===== src/design/spi_inst_params.svh =====
//~~~~~~~~~~~~~~~~~~~~~~~~~~~~~~~~~~~~~~~~~~~~~~~~~~~~~~~~~~~~~~~~~~~~
// width and size constants for the SPI instruction parser
// a data word must be exactly two link bytes wide
//~~~~~~~~~~~~~~~~~~~~~~~~~~~~~~~~~~~~~~~~~~~~~~~~~~~~~~~~~~~~~~~~~~~~
`ifndef SPI_INST_PARAMS_SVH
`define SPI_INST_PARAMS_SVH

// user register and RAM word
`define SPI_INST_WORD_W 16

// one SPI transfer
`define SPI_INST_BYTE_W 8

// external RAM geometry, size must equal 2**AW
`define SPI_INST_RAM_AW 8
`define SPI_INST_RAM_SIZE 256

`endif


===== src/design/spi_inst_pkg.sv =====
//~~~~~~~~~~~~~~~~~~~~~~~~~~~~~~~~~~~~~~~~~~~~~~~~~~~~~~~~~~~~~~~~~~~~
// opcode and register address encodings of the instruction set
// opcodes 4, 5 and above 7 are not decoded
//~~~~~~~~~~~~~~~~~~~~~~~~~~~~~~~~~~~~~~~~~~~~~~~~~~~~~~~~~~~~~~~~~~~~
`include "spi_inst_params.svh"

package spi_inst_pkg;

    typedef enum logic [`SPI_INST_BYTE_W-1:0] {
        op_disable   = 8'd0,
        op_enable    = 8'd1,
        op_write_reg = 8'd2,
        op_read_reg  = 8'd3,
        op_write_ram = 8'd6,
        op_read_ram  = 8'd7
    } opcode_e;

    // sum and en are read only
    typedef enum logic [`SPI_INST_BYTE_W-1:0] {
        ra_sum  = 8'd0,
        ra_num1 = 8'd1,
        ra_num2 = 8'd2,
        ra_num3 = 8'd3,
        ra_en   = 8'd4
    } reg_addr_e;

    // word assembled from the link, low byte first
    typedef union packed {
        logic [`SPI_INST_WORD_W-1:0] word;
        struct packed {
            logic [`SPI_INST_BYTE_W-1:0] hi;
            logic [`SPI_INST_BYTE_W-1:0] lo;
        } bytes;
    } half_word_u;

endpackage


===== src/design/spi_inst_ifs.sv =====
//~~~~~~~~~~~~~~~~~~~~~~~~~~~~~~~~~~~~~~~~~~~~~~~~~~~~~~~~~~~~~~~~~~~~
// internal buses between the sequencer and its two targets
// all strobes are single-cycle pulses from the sequencer
//~~~~~~~~~~~~~~~~~~~~~~~~~~~~~~~~~~~~~~~~~~~~~~~~~~~~~~~~~~~~~~~~~~~~
`include "spi_inst_params.svh"

interface reg_access_if;

    logic                        wr_stb;
    logic                        rd_stb;
    logic [`SPI_INST_BYTE_W-1:0] addr;
    logic [`SPI_INST_WORD_W-1:0] wdata;
    // held from the last rd_stb
    logic [`SPI_INST_WORD_W-1:0] rdata;

    modport seq (output wr_stb, rd_stb, addr, wdata, input rdata);
    modport regs (input wr_stb, rd_stb, addr, wdata, output rdata);

endinterface

interface ram_access_if;

    // full 16-bit burst address, may run past the RAM
    logic [`SPI_INST_WORD_W-1:0] word_addr;
    logic                        set_waddr;
    logic                        set_raddr;
    logic                        wr_stb;
    logic [`SPI_INST_WORD_W-1:0] wdata;
    logic [`SPI_INST_WORD_W-1:0] rdata;

    modport seq (
        output word_addr, set_waddr, set_raddr, wr_stb, wdata,
        input  rdata
    );
    modport ram (
        input  word_addr, set_waddr, set_raddr, wr_stb, wdata,
        output rdata
    );

endinterface


===== src/design/inst_sequencer.sv =====
//~~~~~~~~~~~~~~~~~~~~~~~~~~~~~~~~~~~~~~~~~~~~~~~~~~~~~~~~~~~~~~~~~~~~
// instruction FSM behind the SPI slave, one byte per trans_end
// bytes of one instruction must be at least 3 cycles apart
// a burst count of zero is not supported
//~~~~~~~~~~~~~~~~~~~~~~~~~~~~~~~~~~~~~~~~~~~~~~~~~~~~~~~~~~~~~~~~~~~~
`include "spi_inst_params.svh"

module inst_sequencer (
    input  logic                        clk,
    input  logic                        rst_n,
    input  logic                        trans_begin,
    input  logic                        trans_end,
    input  logic [`SPI_INST_BYTE_W-1:0] din,
    output logic [`SPI_INST_BYTE_W-1:0] dout,
    output logic                        en,
    reg_access_if.seq                   reg_bus,
    ram_access_if.seq                   ram_bus
);

    typedef enum logic [4:0] {
        S_IDLE,
        S_OPCODE,
        S_EN_UPDATE,
        S_REG_ADDR,
        S_REG_LATCH,
        S_DATA_LO,
        S_DATA_HI,
        S_REG_STORE,
        S_ADDR_LO,
        S_ADDR_HI,
        S_CNT_LO,
        S_CNT_HI,
        S_SET_WADDR,
        S_RAM_STORE,
        S_SET_RADDR,
        S_SLOT_LO,
        S_SLOT_HI,
        S_SLOT_CLOSE
    } state_e;

    state_e                      state;
    state_e                      state_nxt;
    spi_inst_pkg::opcode_e       op_q;
    spi_inst_pkg::half_word_u    word_addr;
    spi_inst_pkg::half_word_u    cnt;
    spi_inst_pkg::half_word_u    data;
    spi_inst_pkg::half_word_u    rd_word;
    logic [`SPI_INST_BYTE_W-1:0] reg_addr;
    logic                        last_word;

    assign last_word = (cnt.word == `SPI_INST_WORD_W'(1));

    always_comb begin
        state_nxt = state;
        case (state)
            S_IDLE:
                if (trans_begin)
                    state_nxt = S_OPCODE;
            S_OPCODE:
                if (trans_end) begin
                    case (din)
                        spi_inst_pkg::op_disable,
                        spi_inst_pkg::op_enable:    state_nxt = S_EN_UPDATE;
                        spi_inst_pkg::op_write_reg,
                        spi_inst_pkg::op_read_reg:  state_nxt = S_REG_ADDR;
                        spi_inst_pkg::op_write_ram,
                        spi_inst_pkg::op_read_ram:  state_nxt = S_ADDR_LO;
                        default:                    state_nxt = S_IDLE;
                    endcase
                end
            S_EN_UPDATE:
                state_nxt = S_IDLE;
            S_REG_ADDR:
                if (trans_end)
                    state_nxt = (op_q == spi_inst_pkg::op_read_reg) ? S_REG_LATCH : S_DATA_LO;
            S_REG_LATCH:
                state_nxt = S_SLOT_LO;
            S_DATA_LO:
                if (trans_end)
                    state_nxt = S_DATA_HI;
            S_DATA_HI:
                if (trans_end)
                    state_nxt = (op_q == spi_inst_pkg::op_write_ram) ? S_RAM_STORE : S_REG_STORE;
            S_REG_STORE:
                state_nxt = S_IDLE;
            S_ADDR_LO:
                if (trans_end)
                    state_nxt = S_ADDR_HI;
            S_ADDR_HI:
                if (trans_end)
                    state_nxt = S_CNT_LO;
            S_CNT_LO:
                if (trans_end)
                    state_nxt = S_CNT_HI;
            S_CNT_HI:
                if (trans_end)
                    state_nxt = (op_q == spi_inst_pkg::op_write_ram) ? S_SET_WADDR : S_SET_RADDR;
            S_SET_WADDR:
                state_nxt = S_DATA_LO;
            S_RAM_STORE:
                state_nxt = last_word ? S_IDLE : S_SET_WADDR;
            S_SET_RADDR:
                state_nxt = S_SLOT_LO;
            S_SLOT_LO:
                if (trans_begin)
                    state_nxt = S_SLOT_HI;
            S_SLOT_HI:
                if (trans_begin)
                    state_nxt = S_SLOT_CLOSE;
            S_SLOT_CLOSE:
                if (trans_end) begin
                    if (op_q == spi_inst_pkg::op_read_ram && !last_word)
                        state_nxt = S_SET_RADDR;
                    else
                        state_nxt = S_IDLE;
                end
            default:
                state_nxt = S_IDLE;
        endcase
    end

    always_ff @(posedge clk or negedge rst_n) begin
        if (!rst_n) begin
            state     <= S_IDLE;
            op_q      <= spi_inst_pkg::op_disable;
            en        <= 1'b0;
            word_addr <= '0;
            cnt       <= '0;
        end else begin
            state <= state_nxt;
            case (state)
                S_OPCODE:
                    if (trans_end)
                        op_q <= spi_inst_pkg::opcode_e'(din);
                S_EN_UPDATE:
                    en <= (op_q == spi_inst_pkg::op_enable);
                S_ADDR_LO:
                    if (trans_end)
                        word_addr.bytes.lo <= din;
                S_ADDR_HI:
                    if (trans_end)
                        word_addr.bytes.hi <= din;
                S_CNT_LO:
                    if (trans_end)
                        cnt.bytes.lo <= din;
                S_CNT_HI:
                    if (trans_end)
                        cnt.bytes.hi <= din;
                // step to the next burst word
                S_RAM_STORE: begin
                    word_addr.word <= word_addr.word + 1'b1;
                    cnt.word       <= cnt.word - 1'b1;
                end
                S_SLOT_CLOSE:
                    if (trans_end) begin
                        word_addr.word <= word_addr.word + 1'b1;
                        cnt.word       <= cnt.word - 1'b1;
                    end
                default: ;
            endcase
        end
    end

    always_ff @(posedge clk) begin
        if (trans_end) begin
            case (state)
                S_REG_ADDR: reg_addr      <= din;
                S_DATA_LO:  data.bytes.lo <= din;
                S_DATA_HI:  data.bytes.hi <= din;
                default: ;
            endcase
        end
    end

    assign reg_bus.wr_stb = (state == S_REG_STORE);
    assign reg_bus.rd_stb = (state == S_REG_LATCH);
    assign reg_bus.addr   = reg_addr;
    assign reg_bus.wdata  = data.word;

    assign ram_bus.word_addr = word_addr.word;
    assign ram_bus.set_waddr = (state == S_SET_WADDR);
    assign ram_bus.set_raddr = (state == S_SET_RADDR);
    assign ram_bus.wr_stb    = (state == S_RAM_STORE);
    assign ram_bus.wdata     = data.word;

    // read slots, low byte first
    always_comb begin
        rd_word.word = (op_q == spi_inst_pkg::op_read_ram) ? ram_bus.rdata : reg_bus.rdata;
        dout = '0;
        if (trans_begin) begin
            if (state == S_SLOT_LO)
                dout = rd_word.bytes.lo;
            else if (state == S_SLOT_HI)
                dout = rd_word.bytes.hi;
        end
    end

endmodule


===== src/design/user_reg_file.sv =====
//~~~~~~~~~~~~~~~~~~~~~~~~~~~~~~~~~~~~~~~~~~~~~~~~~~~~~~~~~~~~~~~~~~~~
// user registers num1 to num3 plus readback of sum and en
// writes to sum, en or unknown addresses are dropped
//~~~~~~~~~~~~~~~~~~~~~~~~~~~~~~~~~~~~~~~~~~~~~~~~~~~~~~~~~~~~~~~~~~~~
`include "spi_inst_params.svh"

module user_reg_file (
    input  logic                        clk,
    input  logic                        rst_n,
    input  logic [`SPI_INST_WORD_W-1:0] sum,
    input  logic                        en_state,
    output logic [`SPI_INST_WORD_W-1:0] num1,
    output logic [`SPI_INST_WORD_W-1:0] num2,
    output logic [`SPI_INST_WORD_W-1:0] num3,
    reg_access_if.regs                  reg_bus
);

    always_ff @(posedge clk or negedge rst_n) begin
        if (!rst_n) begin
            num1 <= '0;
            num2 <= '0;
            num3 <= '0;
        end else if (reg_bus.wr_stb) begin
            case (reg_bus.addr)
                spi_inst_pkg::ra_num1: num1 <= reg_bus.wdata;
                spi_inst_pkg::ra_num2: num2 <= reg_bus.wdata;
                spi_inst_pkg::ra_num3: num3 <= reg_bus.wdata;
                default: ;
            endcase
        end
    end

    // snapshot at the strobe, held through both read slots
    always_ff @(posedge clk) begin
        if (reg_bus.rd_stb) begin
            case (reg_bus.addr)
                spi_inst_pkg::ra_sum:  reg_bus.rdata <= sum;
                spi_inst_pkg::ra_num1: reg_bus.rdata <= num1;
                spi_inst_pkg::ra_num2: reg_bus.rdata <= num2;
                spi_inst_pkg::ra_num3: reg_bus.rdata <= num3;
                spi_inst_pkg::ra_en:
                    reg_bus.rdata <= {{(`SPI_INST_WORD_W-1){1'b0}}, en_state};
                default: reg_bus.rdata <= '0;
            endcase
        end
    end

endmodule


===== src/design/ram_port_ctrl.sv =====
//~~~~~~~~~~~~~~~~~~~~~~~~~~~~~~~~~~~~~~~~~~~~~~~~~~~~~~~~~~~~~~~~~~~~
// port side of the external RAM, read path is combinational
// addresses at or above RAM_SIZE never write and read as zero
//~~~~~~~~~~~~~~~~~~~~~~~~~~~~~~~~~~~~~~~~~~~~~~~~~~~~~~~~~~~~~~~~~~~~
`include "spi_inst_params.svh"

module ram_port_ctrl (
    input  logic                        clk,
    input  logic                        rst_n,
    input  logic [`SPI_INST_WORD_W-1:0] ram_rdata,
    output logic                        ram_wreq,
    output logic [`SPI_INST_RAM_AW-1:0] ram_waddr,
    output logic [`SPI_INST_RAM_AW-1:0] ram_raddr,
    output logic [`SPI_INST_WORD_W-1:0] ram_wdata,
    ram_access_if.ram                   ram_bus
);

    logic in_range;

    assign in_range = (ram_bus.word_addr < `SPI_INST_RAM_SIZE);

    // address registers only move on the set pulses
    always_ff @(posedge clk or negedge rst_n) begin
        if (!rst_n) begin
            ram_waddr <= '0;
            ram_raddr <= '0;
        end else begin
            if (ram_bus.set_waddr)
                ram_waddr <= ram_bus.word_addr[`SPI_INST_RAM_AW-1:0];
            if (ram_bus.set_raddr)
                ram_raddr <= ram_bus.word_addr[`SPI_INST_RAM_AW-1:0];
        end
    end

    always_ff @(posedge clk or negedge rst_n) begin
        if (!rst_n)
            ram_wreq <= 1'b0;
        else
            ram_wreq <= ram_bus.wr_stb & in_range;
    end

    always_ff @(posedge clk) begin
        if (ram_bus.wr_stb)
            ram_wdata <= ram_bus.wdata;
    end

    // word_addr still matches ram_raddr during the read slots
    assign ram_bus.rdata = in_range ? ram_rdata : '0;

endmodule


===== src/design/spi_inst_parser.sv =====
//~~~~~~~~~~~~~~~~~~~~~~~~~~~~~~~~~~~~~~~~~~~~~~~~~~~~~~~~~~~~~~~~~~~~
// SPI instruction parser, little endian, byte-wide link
// no back-pressure, the SPI master sets the pace
// ram_rdata must follow ram_raddr combinationally
//~~~~~~~~~~~~~~~~~~~~~~~~~~~~~~~~~~~~~~~~~~~~~~~~~~~~~~~~~~~~~~~~~~~~
`include "spi_inst_params.svh"

module spi_inst_parser (
    input  logic                        clk,
    input  logic                        rst_n,
    input  logic                        trans_begin,
    input  logic                        trans_end,
    input  logic [`SPI_INST_BYTE_W-1:0] din,
    output logic [`SPI_INST_BYTE_W-1:0] dout,
    input  logic [`SPI_INST_WORD_W-1:0] sum,
    output logic [`SPI_INST_WORD_W-1:0] num1,
    output logic [`SPI_INST_WORD_W-1:0] num2,
    output logic [`SPI_INST_WORD_W-1:0] num3,
    output logic                        en,
    output logic                        ram_wreq,
    output logic [`SPI_INST_RAM_AW-1:0] ram_waddr,
    output logic [`SPI_INST_WORD_W-1:0] ram_wdata,
    output logic [`SPI_INST_RAM_AW-1:0] ram_raddr,
    input  logic [`SPI_INST_WORD_W-1:0] ram_rdata
);

    reg_access_if reg_bus ();
    ram_access_if ram_bus ();

    inst_sequencer u_inst_sequencer (
        .clk         (clk),
        .rst_n       (rst_n),
        .trans_begin (trans_begin),
        .trans_end   (trans_end),
        .din         (din),
        .dout        (dout),
        .en          (en),
        .reg_bus     (reg_bus),
        .ram_bus     (ram_bus)
    );

    user_reg_file u_user_reg_file (
        .clk      (clk),
        .rst_n    (rst_n),
        .sum      (sum),
        .en_state (en),
        .num1     (num1),
        .num2     (num2),
        .num3     (num3),
        .reg_bus  (reg_bus)
    );

    ram_port_ctrl u_ram_port_ctrl (
        .clk       (clk),
        .rst_n     (rst_n),
        .ram_rdata (ram_rdata),
        .ram_wreq  (ram_wreq),
        .ram_waddr (ram_waddr),
        .ram_raddr (ram_raddr),
        .ram_wdata (ram_wdata),
        .ram_bus   (ram_bus)
    );

endmodule


===== config.mk =====
export PLATFORM = sky130hd
export DESIGN_NAME = spi_inst_parser
export DESIGN_NICKNAME = d
export VERILOG_FILES = /design/src/design/spi_inst_pkg.sv /design/src/design/spi_inst_ifs.sv /design/src/design/inst_sequencer.sv /design/src/design/user_reg_file.sv /design/src/design/ram_port_ctrl.sv /design/src/design/spi_inst_parser.sv
export VERILOG_INCLUDE_DIRS = /design/src /design/src/design
export SDC_FILE = /design/constraint.sdc
export NUM_CORES = 1
export LEC_CHECK = 0
export BUFFER_PORTS_ARGS = -buffer_cell sky130_fd_sc_hd__buf_2
export CORE_MARGIN = 1
export CORE_UTILIZATION = 40
export CTS_CLUSTER_SIZE = 16
export DETAILED_ROUTE_END_ITERATION = 16
export GPL_TIMING_DRIVEN = 1
export PLACE_DENSITY = 0.6
export SYNTH_ARGS = -nofsm -noshare
export SYNTH_HDL_FRONTEND = slang
export SYNTH_SLANG_ARGS = --single-unit
export TNS_END_PERCENT = 1

===== constraint.sdc =====
create_clock -name clk -period 3.1 [get_ports clk]
set_clock_uncertainty 0.2 [all_clocks]
set_input_delay 0.62 -clock clk [delete_from_list [all_inputs] [get_ports clk]]
set_output_delay 0.62 -clock clk [all_outputs]
set_load 0.01 [all_outputs]

==> impl_metrics.ini <==
[power]
power_switching_share_pct = 34.9
power_density_mw_per_mm2 = 766
ir_worst_vdd_mv = 0.439
pwr-share-comb_pct = 28.4
power_leakage_uw = 0.00440
p_switching_uw = 2650
p_int_uw = 4950
power_frac_seq_pct = 43.1
power.share.clock_pct = 28.5

[floorplan]
rows = 51
die_area_mm2 = 0.0210
pin_count = 134
start_util_pct = 41.4
die_w_um = 145
core_area_mm2 = 0.0197
die_y_um = 145

[placed_design]
place_ws_ps = 150
hpwl_mm = 14.7
globalplace.congestion = 0.895
io_buffers = 133
dp_cells = 1037

[detailed_routing]
viasPerCell = 5.62
dr.pass1.iters = 5
postRouteAntennaNets = 0
drc = 0
drt_iter0_drc = 381
finalWirelength_mm = 20.9
routedWlPerCell_um = 19.5
vias = 6010

[global_routing]
grt-ovfl-total = 0
grt_usage_pct = 20.8
grt_pass1_wl_mm = 32.6
grt.busiest_layer = met2
grt_max_degree = 53
met2_usage_pct = 36.1
met3_usage_pct = 3.92
antenna_found_initial = 0
grt_pass1_vias = 6024
use_met1_pct = 26.0

[cells_and_area]
finalNetCount = 839
antenna_cells = 0
drive_above_1_share_pct = 38.8
mostFrequentLayoutCells = buf_2, dfrtp_1, edfxtp_1, mux2_2, nand2_1
stdcell_count = 1070
area_growth_pct = 21.5
layout.cells.most_common = buf_2

[critical_path]
rrSetupSlack_ps = 350
crit_path_start_kind = register
setup.worst_path.class = register to output port
reg2reg_depth = 6
crit_family = simple AND/OR/NAND/NOR gates
cp_num_buf_inv = 1
required_ps = 2280
cp_data_arrival_time_ps = 2200
path_depth = 6
slowest_delay_ps = 560
slowest_stage = or4b_4
critPathCaptureType = output port
crit_chain = or4b_4 > or2_4 > nor2_4 > nand2_4 > o22ai_1 > buf_2
crit_path_max_fanout = 8

[sta]
timing_hold_violations_final = 0
setup_ws_ps = 83.4
relSlewSlack_pct = 46.5
setup_tns_ps = 0
timing.final.crit_share_pct = 97.3
worst_slew_pin_slew_ps = 798
rsz0062_at_grt = yes
finalMaxSlewViolations = 0
final.min_clock_period_ps = 3020
setup_viol = 0
max_freq_mhz = 331

[logic_synthesis]
synth_seq_cells = 167
netlist.area_leader.share_pct = 34.0
syn-num-nets = 692
synth_top_flop_cell = dfrtp_1
yosysWarningCount = 0
synth_edf_count = 56
synth-seq-area-share_pct = 54.6
avgSynthCellArea_um2 = 12.7
synth_area_mm2 = 0.00817
ys_types = 69
synth_top_area_cell = dfrtp_1
async_reset_ff_share_pct = 66.5
syn-instance-count = 645
synth.top_cells.by_area = dfrtp_1, edfxtp_1, mux2_2, mux2_4, mux4_2

[min_path]
hp-class = input port to asynchronous set/reset pin

[clocking]
h-tree-depth = 4
root_buffer = clkbuf_16
cts_buffers = 17
clock-sinks = 167
clk_latency_ps = 430
cts_buffer_depth = 2
cts.clk_slew.worst_paths_ps = 70
ctsHoldBuffers = 0
cts_tree = done

[run_status]
outcome = complete, no violations

[flow_run]
maxCapViolCount = 0
[synth_stat cells (3+ instances only)]
| master | n |
|---|---|
| dfrtp_1 | 111 |
| edfxtp_1 | 56 |
| nand2_1 | 43 |
| mux2_2 | 42 |
| o21ai_0 | 33 |
| mux2_4 | 30 |
| a21oi_1 | 29 |
| nor2_1 | 26 |
| nor2b_1 | 25 |
| clkbuf_1 | 21 |
| mux2i_1 | 20 |
| mux4_2 | 15 |
| o22ai_1 | 15 |
| nor3_1 | 14 |
| nor4_1 | 10 |
| a22o_1 | 9 |
| nand2b_1 | 9 |
| nand4_1 | 8 |
| buf_2 | 7 |
| o21a_1 | 7 |
| a31oi_1 | 6 |
| inv_1 | 6 |
| a211oi_1 | 5 |
| and3_1 | 5 |
| nand3_1 | 5 |
| a21o_1 | 4 |
| a32oi_1 | 4 |
| and2_1 | 4 |
| and2b_1 | 4 |
| nor3b_1 | 4 |
| o31ai_1 | 4 |
| a31o_2 | 3 |
| buf_1 | 3 |
| buf_6 | 3 |
| ha_1 | 3 |
| o2bb2ai_1 | 3 |
[final cells by class]
cell class	instances	area [um2]
inverter	6	22.5
multi-input combinational	438	3590
clock inverter	13	139
fill	1734	9790
tap	265	332
sequential	167	4460
clock buffer	19	475
timing repair buffer	162	910
[per-layer routing]
| layer | share of wire [%] | wire length (um) | vias to the layer above |
|---|---|---|---|
| li1 | - | - | 2750 |
| met1 | 43 | 8920 | 3024 |
| met2 | 50 | 10400 | 212 |
| met3 | 6.1 | 1270 | 24 |
| met4 | 1.6 | 331 | 0 |
| met5 | 0 | 0 | - |
[power by group through the flow]
stage               sequential [uW]  combinational (uW)  clock, uW
floorplan                      3240                1440          0
global placement               3260                2060          0
detailed placement             3300                2120          0
CTS                            3270                2140       2210
global route                   3350                2390       2300
finish                         3270                2160       2170
[state kept, by name (all words and copies together) (netlist names), 5 cells and up]
name / count
u_ram_port_ctrl.ram_wdata: 16
u_inst_sequencer.ram_bus.wdata: 16
u_inst_sequencer.op_q: 8
u_user_reg_file.reg_bus.rdata: 16
u_inst_sequencer.state: 5
u_user_reg_file.num1: 16
u_user_reg_file.num3: 16
u_ram_port_ctrl.ram_raddr: 8
u_inst_sequencer.reg_bus.addr: 8
u_ram_port_ctrl.ram_waddr: 8
u_user_reg_file.num2: 16
u_inst_sequencer.cnt: 16
u_inst_sequencer.ram_bus.word_addr: 16
[metrics by stage]
| stage | hold WS (ps) | power [uW] | cell area, um2 | util, % |
|---|---|---|---|---|
| final | 33.0 | 7600 | 9920 | 50.3 |
| after global routing | 96.8 | 8030 | 9920 | 50.3 |
| after CTS | 63.6 | 7620 | 9890 | 50.2 |
| after detailed placement | 294 | 5420 | 9240 | 46.9 |
| after global placement | 290 | 5330 | 9240 | 46.9 |
| after floorplan | 124 | 4680 | 8170 | - |
[path summary, 6_finish.rpt]
kind,from,endpoint
min in group clk,din[0],u_inst_sequencer.ram_bus.wdata[8]
max reg2reg,u_inst_sequencer.state[2],u_inst_sequencer.state[2]
max,u_inst_sequencer.op_q[6],dout[7]
min reg2reg,u_ram_port_ctrl.ram_waddr[6],u_ram_port_ctrl.ram_waddr[6]
min,rst_n,u_user_reg_file.num3[7]
max in group asynchronous,rst_n,u_user_reg_file.num3[5]
[cells by family after synthesis]
group	share of synthesized area, %
adders and majority gates	0.460
DFF	54.6
AOI/OAI and AO/OA	11.6
muxes	17.9
xor gates and xnor gates	0.215
buffers and inverters	2.22
and+or+nand+nor	13.1
[what timing repair did]
action	CTS	global route
gates resized for setup	10	6
pin swaps	4	3
gates cloned	0	0
setup buffers	0	1
setup endpoints to repair	8	8
No activity file was read; power rests on OpenSTA's default activity.
